[src/source/cache_pkg.sv]
package cache_pkg;

	// Fixed bus widths, shared by every packed struct below.
	localparam int ADDR_W = 16;
	localparam int DATA_W = 32;

	// CPU operation on one word.
	typedef enum logic
	{
		OP_READ  = 1'b0,
		OP_WRITE = 1'b1
	} cache_op_e;

	// Controller states.
	typedef enum logic [3:0]
	{
		ST_IDLE           = 4'd0,
		ST_LOOKUP         = 4'd1,
		ST_WRITE_BACK     = 4'd2,
		ST_WRITE_BACK_MEM = 4'd3,
		ST_FILL           = 4'd4,
		ST_FILL_MEM       = 4'd5,
		ST_FILL_DATA      = 4'd6,
		ST_RESPOND        = 4'd7
	} ctrl_state_e;

	// Request from the CPU side.
	typedef struct packed
	{
		cache_op_e         op;
		logic [ADDR_W-1:0] addr;
		logic [DATA_W-1:0] wdata;
	} cpu_req_t;

	// Response to the CPU side; rdata is zero for writes.
	typedef struct packed
	{
		cache_op_e         op;
		logic              hit;
		logic [DATA_W-1:0] rdata;
	} cpu_rsp_t;

	// Request toward external memory.
	typedef struct packed
	{
		logic              we;
		logic [ADDR_W-1:0] addr;
		logic [DATA_W-1:0] wdata;
	} mem_req_t;

endpackage

[src/source/cache_array.sv]
`timescale 1ns/1ps

module cache_array
	import cache_pkg::*;
#(
	parameter int INDEX_W = 4
)
(
	input  logic                        clk,
	input  logic                        rst,

	// Lookup of the line selected by the address index.
	input  logic [ADDR_W-1:0]           lookup_addr,
	output logic                        hit,
	output logic                        victim_dirty,
	output logic [ADDR_W-INDEX_W-1:0]   victim_tag,
	output logic [DATA_W-1:0]           rd_data,

	// Line update at the same index.
	input  logic                        wr_en,
	input  logic [ADDR_W-INDEX_W-1:0]   wr_tag,
	input  logic [DATA_W-1:0]           wr_data,
	input  logic                        wr_dirty
);

	localparam int TAG_W = ADDR_W - INDEX_W;
	localparam int LINES = 1 << INDEX_W;

	logic [TAG_W-1:0]   tag_mem  [LINES];
	logic [DATA_W-1:0]  data_mem [LINES];
	logic [LINES-1:0]   valid;
	logic [LINES-1:0]   dirty;
	logic [INDEX_W-1:0] index;
	logic [TAG_W-1:0]   tag;

	assign index = lookup_addr[INDEX_W-1:0];
	assign tag   = lookup_addr[ADDR_W-1:INDEX_W];

	// Invalid lines never hit, whatever their stale tag holds.
	assign hit          = valid[index] && (tag_mem[index] == tag);
	assign victim_dirty = valid[index] && dirty[index];
	assign victim_tag   = tag_mem[index];
	assign rd_data      = data_mem[index];

	// Line state bits.
	always_ff @(posedge clk)
	begin
		if (!rst)
		begin
			valid <= '0;
			dirty <= '0;
		end
		else if (wr_en)
		begin
			valid[index] <= 1'b1;
			dirty[index] <= wr_dirty;
		end
	end

	// Tag and data storage.
	always_ff @(posedge clk)
	begin
		if (wr_en)
		begin
			tag_mem[index]  <= wr_tag;
			data_mem[index] <= wr_data;
		end
	end

	a_wr_en_known: assert property (@(posedge clk) disable iff (!rst)
		!$isunknown(wr_en));

endmodule

[src/source/cache_ctrl.sv]
`timescale 1ns/1ps

module cache_ctrl
	import cache_pkg::*;
#(
	parameter int INDEX_W = 4
)
(
	input  logic                        clk,
	input  logic                        rst,

	// Request FIFO.
	input  logic                        deq_valid,
	input  cpu_req_t                    deq_req,
	output logic                        deq_ready,

	// Tag and data array.
	input  logic                        hit,
	input  logic                        victim_dirty,
	input  logic [ADDR_W-INDEX_W-1:0]   victim_tag,
	input  logic [DATA_W-1:0]           rd_data,
	output logic [ADDR_W-1:0]           lookup_addr,
	output logic                        wr_en,
	output logic [ADDR_W-INDEX_W-1:0]   wr_tag,
	output logic [DATA_W-1:0]           wr_data,
	output logic                        wr_dirty,

	// External memory.
	output logic                        mem_cs,
	output mem_req_t                    mem_req,
	input  logic                        mem_ack,
	input  logic [DATA_W-1:0]           mem_rdata,

	// CPU response.
	output logic                        rsp_valid,
	output cpu_rsp_t                    rsp
);

	localparam int TAG_W = ADDR_W - INDEX_W;

	ctrl_state_e        state;
	ctrl_state_e        next_state;
	cpu_req_t           cur_req;
	logic [DATA_W-1:0]  fill_data;
	logic [INDEX_W-1:0] cur_index;
	logic [TAG_W-1:0]   cur_tag;
	logic               cur_write;

	assign cur_index   = cur_req.addr[INDEX_W-1:0];
	assign cur_tag     = cur_req.addr[ADDR_W-1:INDEX_W];
	assign cur_write   = (cur_req.op == OP_WRITE);
	assign lookup_addr = cur_req.addr;
	assign deq_ready   = (state == ST_IDLE) && deq_valid;
	assign wr_tag      = cur_tag;

	always_comb
	begin
		next_state = state;
		case (state)
			ST_IDLE:
				if (deq_valid)
					next_state = ST_LOOKUP;
			ST_LOOKUP:
				if (hit)
					next_state = ST_RESPOND;
				else if (victim_dirty)
					next_state = ST_WRITE_BACK;
				else
					next_state = ST_FILL;
			ST_WRITE_BACK:
				next_state = ST_WRITE_BACK_MEM;
			ST_WRITE_BACK_MEM:
				if (mem_ack)
					next_state = ST_FILL;
			ST_FILL:
				next_state = ST_FILL_MEM;
			ST_FILL_MEM:
				if (mem_ack)
					next_state = ST_FILL_DATA;
			ST_FILL_DATA:
				next_state = ST_RESPOND;
			default:
				next_state = ST_IDLE;
		endcase
	end

	// Array writes: write hits in lookup, line fills after memory returns.
	always_comb
	begin
		wr_en    = 1'b0;
		wr_data  = cur_req.wdata;
		wr_dirty = 1'b1;
		if (state == ST_LOOKUP)
			wr_en = hit && cur_write;
		else if (state == ST_FILL_DATA)
		begin
			wr_en    = 1'b1;
			wr_data  = cur_write ? cur_req.wdata : fill_data;
			wr_dirty = cur_write;
		end
	end

	always_ff @(posedge clk)
	begin
		if (!rst)
		begin
			state     <= ST_IDLE;
			mem_cs    <= 1'b0;
			rsp_valid <= 1'b0;
		end
		else
		begin
			state     <= next_state;
			// Select is held through both wait states and drops after the ack.
			mem_cs    <= (next_state == ST_WRITE_BACK_MEM) || (next_state == ST_FILL_MEM);
			rsp_valid <= (next_state == ST_RESPOND);
		end
	end

	always_ff @(posedge clk)
	begin
		if (deq_ready)
			cur_req <= deq_req;
		case (state)
			ST_LOOKUP:
			begin
				rsp.op    <= cur_req.op;
				rsp.hit   <= hit;
				rsp.rdata <= (hit && !cur_write) ? rd_data : '0;
			end
			ST_WRITE_BACK:
			begin
				// Victim word goes back to the address it came from.
				mem_req.we    <= 1'b1;
				mem_req.addr  <= {victim_tag, cur_index};
				mem_req.wdata <= rd_data;
			end
			ST_FILL:
			begin
				mem_req.we    <= 1'b0;
				mem_req.addr  <= cur_req.addr;
				mem_req.wdata <= '0;
			end
			ST_FILL_MEM:
				if (mem_ack)
					fill_data <= mem_rdata;
			ST_FILL_DATA:
				rsp.rdata <= cur_write ? '0 : fill_data;
			default:
				;
		endcase
	end

	a_mem_hold: assert property (@(posedge clk) disable iff (!rst)
		mem_cs && !mem_ack |=> mem_cs && $stable(mem_req));

	a_mem_release: assert property (@(posedge clk) disable iff (!rst)
		mem_cs && mem_ack |=> !mem_cs);

	a_rsp_state: assert property (@(posedge clk) disable iff (!rst)
		rsp_valid |-> (state == ST_RESPOND));

endmodule

[src/source/cache_req_fifo.sv]
`timescale 1ns/1ps

module cache_req_fifo
	import cache_pkg::*;
#(
	parameter int FIFO_DEPTH = 4
)
(
	input  logic     clk,
	input  logic     rst,

	// CPU request port.
	input  logic     req_valid,
	input  cpu_req_t req,
	output logic     req_ready,

	// Controller side.
	output logic     deq_valid,
	output cpu_req_t deq_req,
	input  logic     deq_ready
);

	localparam int PTR_W = (FIFO_DEPTH > 1) ? $clog2(FIFO_DEPTH) : 1;
	localparam int CNT_W = $clog2(FIFO_DEPTH + 1);

	cpu_req_t         slots [FIFO_DEPTH];
	logic [PTR_W-1:0] wr_ptr;
	logic [PTR_W-1:0] rd_ptr;
	logic [CNT_W-1:0] count;
	logic [CNT_W-1:0] count_nxt;
	logic             push;
	logic             pop;

	// Wrap a pointer at the buffer depth.
	function automatic logic [PTR_W-1:0] ptr_inc(input logic [PTR_W-1:0] ptr);
		return (ptr == PTR_W'(FIFO_DEPTH - 1)) ? '0 : ptr + 1'b1;
	endfunction

	assign push      = req_valid && req_ready;
	assign pop       = deq_ready && deq_valid;
	assign deq_valid = (count != '0);
	assign deq_req   = slots[rd_ptr];

	always_comb
	begin
		count_nxt = count;
		if (push && !pop)
			count_nxt = count + 1'b1;
		else if (pop && !push)
			count_nxt = count - 1'b1;
	end

	// Ready is registered from the next occupancy, so it stays low in reset.
	always_ff @(posedge clk)
	begin
		if (!rst)
		begin
			wr_ptr    <= '0;
			rd_ptr    <= '0;
			count     <= '0;
			req_ready <= 1'b0;
		end
		else
		begin
			if (push)
				wr_ptr <= ptr_inc(wr_ptr);
			if (pop)
				rd_ptr <= ptr_inc(rd_ptr);
			count     <= count_nxt;
			req_ready <= (count_nxt != CNT_W'(FIFO_DEPTH));
		end
	end

	always_ff @(posedge clk)
	begin
		if (push)
			slots[wr_ptr] <= req;
	end

	a_no_overflow: assert property (@(posedge clk) disable iff (!rst)
		push |-> (count < CNT_W'(FIFO_DEPTH)));

	// The controller must only pop while a request is waiting.
	a_no_empty_pop: assert property (@(posedge clk) disable iff (!rst)
		deq_ready |-> (count != '0));

endmodule

[src/source/cache_top.sv]
`timescale 1ns/1ps

module cache_top
	import cache_pkg::*;
#(
	parameter int INDEX_W    = 4,
	parameter int FIFO_DEPTH = 4
)
(
	input  logic              clk,
	input  logic              rst,

	// CPU request port.
	input  logic              req_valid,
	input  cpu_req_t          req,
	output logic              req_ready,

	// CPU response port.
	output logic              rsp_valid,
	output cpu_rsp_t          rsp,

	// External memory port.
	output logic              mem_cs,
	output mem_req_t          mem_req,
	input  logic              mem_ack,
	input  logic [DATA_W-1:0] mem_rdata
);

	localparam int TAG_W = ADDR_W - INDEX_W;

	logic              deq_valid;
	logic              deq_ready;
	cpu_req_t          deq_req;
	logic [ADDR_W-1:0] lookup_addr;
	logic              hit;
	logic              victim_dirty;
	logic [TAG_W-1:0]  victim_tag;
	logic [DATA_W-1:0] rd_data;
	logic              wr_en;
	logic [TAG_W-1:0]  wr_tag;
	logic [DATA_W-1:0] wr_data;
	logic              wr_dirty;

	cache_req_fifo #(
		.FIFO_DEPTH(FIFO_DEPTH)
	) u_fifo (
		.clk      (clk),
		.rst      (rst),
		.req_valid(req_valid),
		.req      (req),
		.req_ready(req_ready),
		.deq_valid(deq_valid),
		.deq_req  (deq_req),
		.deq_ready(deq_ready)
	);

	cache_array #(
		.INDEX_W(INDEX_W)
	) u_array (
		.clk         (clk),
		.rst         (rst),
		.lookup_addr (lookup_addr),
		.hit         (hit),
		.victim_dirty(victim_dirty),
		.victim_tag  (victim_tag),
		.rd_data     (rd_data),
		.wr_en       (wr_en),
		.wr_tag      (wr_tag),
		.wr_data     (wr_data),
		.wr_dirty    (wr_dirty)
	);

	cache_ctrl #(
		.INDEX_W(INDEX_W)
	) u_ctrl (
		.clk         (clk),
		.rst         (rst),
		.deq_valid   (deq_valid),
		.deq_req     (deq_req),
		.deq_ready   (deq_ready),
		.hit         (hit),
		.victim_dirty(victim_dirty),
		.victim_tag  (victim_tag),
		.rd_data     (rd_data),
		.lookup_addr (lookup_addr),
		.wr_en       (wr_en),
		.wr_tag      (wr_tag),
		.wr_data     (wr_data),
		.wr_dirty    (wr_dirty),
		.mem_cs      (mem_cs),
		.mem_req     (mem_req),
		.mem_ack     (mem_ack),
		.mem_rdata   (mem_rdata),
		.rsp_valid   (rsp_valid),
		.rsp         (rsp)
	);

endmodule
[config.mk]
export PLATFORM = sky130hd
export DESIGN_NAME = cache_top
export DESIGN_NICKNAME = d
export VERILOG_FILES = /design/src/source/cache_pkg.sv /design/src/source/cache_array.sv /design/src/source/cache_ctrl.sv /design/src/source/cache_req_fifo.sv /design/src/source/cache_top.sv
export SDC_FILE = /design/constraint.sdc
export NUM_CORES = 1
export LEC_CHECK = 0
export BUFFER_PORTS_ARGS = -buffer_cell sky130_fd_sc_hd__buf_4
export CAP_MARGIN = 20
export CORE_MARGIN = 2
export CORE_UTILIZATION = 30
export DETAILED_ROUTE_END_ITERATION = 12
export GPL_TIMING_DRIVEN = 0
export PLACE_DENSITY_LB_ADDON = 0.12
export SETUP_SLACK_MARGIN = 0.1
export SLEW_MARGIN = 25
export SYNTH_ARGS = -nofsm -noshare
export SYNTH_HDL_FRONTEND = slang
export SYNTH_HIERARCHICAL = 1
export SYNTH_SLANG_ARGS = --single-unit
[constraint.sdc]
create_clock -name clk -period 9.8 [get_ports clk]
set_clock_uncertainty 0.05 [all_clocks]
set_input_delay 0.49 -clock clk [delete_from_list [all_inputs] [get_ports clk]]
set_output_delay 0.49 -clock clk [all_outputs]
set_load 0.05 [all_outputs]
-- Yosys cells after proc, flatten, opt, wreduce, memory -nomap -nowiden
Memories as Yosys holds them, arrays and structs flattened. A register that Yosys moved wholly into a read port is not among the register bits.
Index checks and enable logic that the tools add are counted.
- flip-flop bits (word level): 161
- output and inout port bits: 86
- memories: 3
- RAM bits: 900
- memories (name ; words ; width ; read ports ; clocked after memory_dff ; write ports ; line ; text):
    u_array.data_mem ; 16 ; 32 ; 1 ; 0 ; 1 ; cache_array.sv:30 ; logic [DATA_W-1:0] data_mem [LINES];
    u_fifo.slots ; 4 ; 49 ; 1 ; 1 ; 1 ; cache_req_fifo.sv:26 ; cpu_req_t slots [FIFO_DEPTH];
    u_array.tag_mem ; 16 ; 12 ; 1 ; 0 ; 1 ; cache_array.sv:29 ; logic [TAG_W-1:0] tag_mem [LINES];
- add/sub/neg operators: 4
- reductions and logical operators: 19
- equal/unequal tests: 13
- $lt $le $gt $ge: 2
- muxes and demuxes: 32
- bitwise operators: 1
- operators by type and width (cell ; number):
    two-way mux 32 bit ; 5
    case mux 49 bit (2 select lines) ; 1
    case mux 32 bit (2 select lines) ; 1
    case mux 4 bit (7 select lines) ; 1
    == test 4 x 3 -> 1 bit, second input constant ; 5
    bitwise mux 16 bit ; 1
    two-way mux 4 bit ; 4
    bitwise OR 16 bit ; 1
    == test 12 bit ; 1
    == test 4 x 2 -> 1 bit, second input constant ; 3
    two-way mux 1 bit ; 11
    logical AND 1 bit ; 10
    two-way mux 3 bit ; 3
    binary-select mux 1 bit (select 4 bit) ; 2
    less-than comparator 4 x 5 -> 1 bit, second input constant ; 1
    adder 2 x 1 -> 2 bit, second input constant ; 2
    demux 1 bit (select 4 bit) ; 1
    == test 2 bit, second input constant ; 2
    == test 4 x 1 -> 1 bit, second input constant ; 1
    >= comparator 4 x 1 -> 1 bit, second input constant ; 1
    zero test 4 bit ; 1
    two-way mux 2 bit ; 2
    nonzero test 2 bit ; 2
    adder 3 x 1 -> 3 bit, second input constant ; 1
    other kinds (6) ; 8

-- Depth between registers and ports, before layout
- word-level depth: 8
- depth in mapped cells: 17
- gate-level depth less buffers: 13

-- Hierarchy
The synthesis kept the hierarchy.
- modules (own cells, without submodules) (module ; cells an instance ; instances ; sequential area each (sq um) ; area each (sq um)):
    cache_array ; 1214 ; 1 ; 21780.9 ; 28389.7
    cache_req_fifo ; 315 ; 1 ; 6085.8 ; 7604.8
    cache_ctrl ; 433 ; 1 ; 5044.8 ; 6651.4

-- Worst setup path before layout
No wires, ideal clock.
- path type: register -> register
- start point: register u_ctrl/lookup_addr[0] (netlist name)
- end point: register u_array.dirty[2]
- period minus slack after synthesis: 7.956 ns
- slack: 1.844 ns
- library setup time: 0.120 ns
- arrival time: 7.787 ns
- cell stages (with the launch flop): 15
- path through: edfxtp_1 buf_4 buf_2 mux4_2 mux2_2 mux2i_1 xor2_1 o2111ai_1 a2111oi_2 nand4b_1 a21oi_1 nand2_1 nor4_1 mux2i_1 nor2b_1
- longest elaborated chain between the ends: 5
- elaborated cells between the ends (all ways): 13
- those cells by class: 2 x order compare; 1 x eq/ne; 6 x mux; 3 x reduce/logical; 1 x memory
- RTL lines (what ; line ; text):
    memory read (16 x 12 bit) / binary-select mux 1 bit (select 4 bit) (equally long branches) ; -- ;
    == test 12 bit / two-way mux 1 bit (equally long branches) ; cache_array.sv:40 ; assign hit = valid[index] && (tag_mem[index] == tag);
    logical AND 1 bit * ; cache_array.sv:40 ;
    named net hit ; cache_top.sv:35 ; logic hit;
    logical AND 1 bit * ; cache_ctrl.sv:94 ; wr_en = hit && cur_write;
    two-way mux 1 bit * ; cache_ctrl.sv:93 ; if (state == ST_LOOKUP)
    named net wr_en ; cache_top.sv:39 ; logic wr_en;
    to (signal, indexed assignment) ; cache_array.sv:56 ; dirty[index] <= wr_dirty;
    to (decl) ; cache_array.sv:32 ; logic [LINES-1:0] dirty;
Mark *: on every way through the listed nets, which the timed path passes. The rest lies on a longest branch. The select of a mux whose other input is x is not followed.
A chain may end at the register's enable or synchronous reset.

-- Final worst setup path
- start point: register u_ctrl/lookup_addr[3] (netlist name)
- end point: memory u_array.data_mem[3][10] (enable)
- longest elaborated chain between the ends: 7
- elaborated cells between the ends (all ways): 9
- those cells by class: 1 x eq/ne; 5 x mux; 2 x reduce/logical; 1 x memory
- RTL lines (what ; line ; text):
    memory read (16 x 12 bit) / binary-select mux 1 bit (select 4 bit) (equally long branches) ; -- ;
    == test 12 bit / two-way mux 1 bit (equally long branches) ; cache_array.sv:40 ;
    logical AND 1 bit * ; cache_array.sv:40 ;
    named net hit ; cache_top.sv:35 ;
    logical AND 1 bit * ; cache_ctrl.sv:94 ;
    two-way mux 1 bit * ; cache_ctrl.sv:93 ;
    named net wr_en ; cache_top.sv:39 ;
    two-way mux 1 bit * ; cache_array.sv:63 ; if (wr_en)
    two-way mux 1 bit (implied by the code) * ; cache_array.sv:66 ; data_mem[index] <= wr_data;
    to (decl) ; cache_array.sv:30 ;
Marks and branches as above.

==> results.cfg <==
[status]
status = complete, no violations

[worst_setup_path]
r2r_end = u_array/data_mem[3][10]$_DFFE_PP_
rrSetupSlack_ns = 3.09
cp_max_fo = 10
worstPathRequired_ns = 10.17
path_class = reg2reg
startpoint = u_ctrl/lookup_addr[3]$_DFFE_PP_
worstSetupEndpointType = register
arrival_ns = 7.08
critPathLaunchType = register
r2r-start = u_ctrl/lookup_addr[3]$_DFFE_PP_
rr_worst_depth = 17

[sta]
fmax_mhz = 149
finalHoldViolations = 0
slew_headroom_pct = 29.2
fin_crit_ns = 6.71
max_slew.worst_pin.slew_ns = 1.06
timing.final.crit_share_pct = 68.5
rsz0062_at_grt = false
setup_tns_ns = 0
holdWs_ns = 0.110
drv_slew = 0
setup_viol = 0

[global_routing]
grt_max_degree = 32
grt_overflow = 0
grt_pass1_wl_mm = 167
gr-usage-all-layers_pct = 16.1
grt_pass1_vias = 22500
antenna_found_initial = 4

[clock_tree]
clock-sinks = 1112
cts_setup_buffers = 0
cts_made_buffers = 119
cts_max_level = 3
cts_hold_buffers = 82
cts.repair.resized = 0
cts_tree = done
clkLatencyLatePin_ns = 0.74
cts_root_buf = clkbuf_16
cts_max_path_buffers = 3
clk_pin_slew_ns = 0.06

[placement]
dp_hpwl_mm = 82.8
port_buffers = 170
place_area_um2 = 48000
gp_congestion = 0.754

[synthesis]
synth.avg_cell_area_um2 = 21.7
synth_common_cells = edfxtp_1 (1064), mux4_2 (265), nand2_1 (124), nor2b_1 (53), dfxtp_1 (48)
synth_top_cell_area_share_pct = 74.9
yosysMostFrequentCell = edfxtp_1
mappedNetlistArea_um2 = 42600
synthFlopType = edfxtp_1
synthTopCellsByArea = edfxtp_1 (75%), mux4_2 (14%), dfxtp_1 (2.3%)
synth-edff-count = 1064
async_reset_ff_share_pct = 0
synth_fp_nets = 2055
yosys_warnings = 6
synth_top_cell_by_area = edfxtp_1
synth_cells = 1962
yosys_register_bits = 1112
seq_area_frac_synth_pct = 77.2
synth_cell_types = 61

[die]
start_util_pct = 30.2
core-area_um2 = 141000
rows = 138
die_x_um = 381
dieArea_um2 = 145000
ios = 171
chipHeight_um = 381

[worst_hold_path]
hp-start = mem_ack
hold_depth = 3
hp-class = in2reg
whs_endpoint = u_ctrl/state[0]$_SDFF_PN0_

[drt]
drt-pass1-iter-count = 5
vias_per_cell = 4.74
via_count = 21200
routedWlPerCell_um = 26.4
routed_wl_mm = 118
drc_errors = 0
dr.first_iter.drc_count = 1698
antenna_left = 0

[layout]
drive_gt1_share_pct = 34.7
finalInstanceArea_um2 = 52800
seqCellArea_um2 = 32900
synthToLayoutAreaGrowth_pct = 23.8
nets = 2565
multiInputGateArea_um2 = 9100
post-route-util_pct = 37.4
n_fill_cell = 13100

[power_and_ir_drop]
p_sw_share_pct = 25.6
total_power_mw = 12.2
power_density_nw_per_um2 = 231
irDropWorstVdd_v = 0.000173
power_frac_seq_pct = 46.0
p_int_mw = 9.08
power_switching_mw = 3.13
clockPowerShare_pct = 37.6
power_leakage_nw = 17.3
combinationalPowerShare_pct = 16.4

[run]
drv_cap = 0
registers in the layout, summed over array words and instances (netlist names), named ones only:
name	cells
u_ctrl/state	4
u_ctrl/cur_req	32
u_fifo/req_ready	1
u_ctrl/mem_cs	1
u_fifo/count	3
u_array/data_mem	512
u_ctrl/fill_data	32
u_fifo/slots	196
u_ctrl/cur_write	1
u_ctrl/rsp	34
u_array/tag_mem	192
u_fifo/rd_ptr	2
u_array/dirty	16
u_ctrl/mem_req	49
u_array/valid	16
u_ctrl/lookup_addr	16
u_fifo/wr_ptr	2
u_ctrl/rsp_valid	1
power by group through the flow:
| stage | logic [mW] | clock network (mW) | registers (mW) |
|---|---|---|---|
| floorplan | 1.26 | 0 | 5.72 |
| global placement | 1.94 | 0 | 5.74 |
| detailed placement | 2.02 | 0 | 5.72 |
| CTS | 2.05 | 4.73 | 5.62 |
| global route | 2.15 | 4.90 | 5.63 |
| finish | 2.00 | 4.60 | 5.62 |
how the worst max path moves through the flow:
stage,depth (start not counted),slack (ns),to
after detailed placement,17,2.96,u_array/data_mem[3][10]$_DFFE_PP_
after CTS,17,2.93,u_array/data_mem[3][10]$_DFFE_PP_
after floorplan,14,1.84,u_array/dirty[2]$_SDFFE_PN0P_
final,17,3.09,u_array/data_mem[3][10]$_DFFE_PP_
after global routing,17,2.86,u_array/data_mem[3][10]$_DFFE_PP_
after global placement,15,-7.88,u_array/dirty[0]$_SDFFE_PN0P_
kinds of logic (layout without fill, tap and decap cells):
kind of cell / after synthesis / count (layout) / share of synthesized area, %
AOI/OAI and AO/OA: 109 / 109 / 2.01
muxes: 317 / 317 / 15.3
and+or+nand+nor: 253 / 253 / 3.00
buffers and inverters: 141 / 752 / 1.82
DFF: 1112 / 1112 / 77.2
adders and majority gates: 8 / 8 / 0.235
other: 1 / 2 / 0.00879
xor gates and xnor gates: 21 / 21 / 0.431
final cells by class:
| cell class | count | share of cell area (%) |
|---|---|---|
| flip-flops and latches | 1112 | 62.3 |
| well taps | 1890 | 4.48 |
| clock inverters | 81 | 1.82 |
| multi-input cells | 709 | 17.2 |
| repair buffers | 389 | 6.86 |
| diodes | 1 | 0.00474 |
| clock buffers | 141 | 5.80 |
| plain buffers | 125 | 1.36 |
| inverters | 16 | 0.114 |
critical path: stages (launching register included):
cell and delay (ns):
edfxtp_1 0.41, buf_4 0.13, clkbuf_1 0.37, clkbuf_1 0.65
mux4_2 0.41, mux2i_1 0.29, xnor2_1 0.11, nor3_1 0.43
o2111ai_1 0.24, a2111oi_2 0.83, nand4b_1 0.19, a21oi_1 0.51
nand3_1 0.27, nor3_2 0.65, buf_6 0.24, buf_4 0.20
buf_6 0.16, buf_4 0.20
through the flow:
stage / cells / setup slack [ns]
after floorplan: 1962 / 1.84
after global placement: 4022 / -7.88
after detailed placement: 4159 / 2.96
after CTS: 4463 / 2.93
after global routing: 4464 / 2.86
final: 4464 / 3.09
layer usage:
layer / track usage (%) / wire, um / vias up
met5: 0 / 0 / -
met4: 4.08 / 2130 / 0
met3: 2.49 / 5100 / 117
met2: 27.6 / 59200 / 489
met1: 21.4 / 51300 / 11400
li1: - / - / 9109
cell usage in the layout (no fill, tap or decap), drive strengths merged, types with 9 or more instances in the layout:
cell type	synthesis	layout
a31oi	9	9
a21oi	14	14
mux2i	35	35
xnor2	17	17
dfxtp	48	48
clkinv	0	50
nand2	125	125
bufinv	0	18
clkbuf	33	175
and3	9	9
mux4	265	265
mux2	17	17
o21ai	10	10
a22o	33	33
nor3	14	14
o21a	16	16
nor2	16	16
dlygate4sd3	0	82
inv	16	23
buf	92	398
edfxtp	1064	1064
nor2b	53	53
No activity file was read; power rests on OpenSTA's default activity.
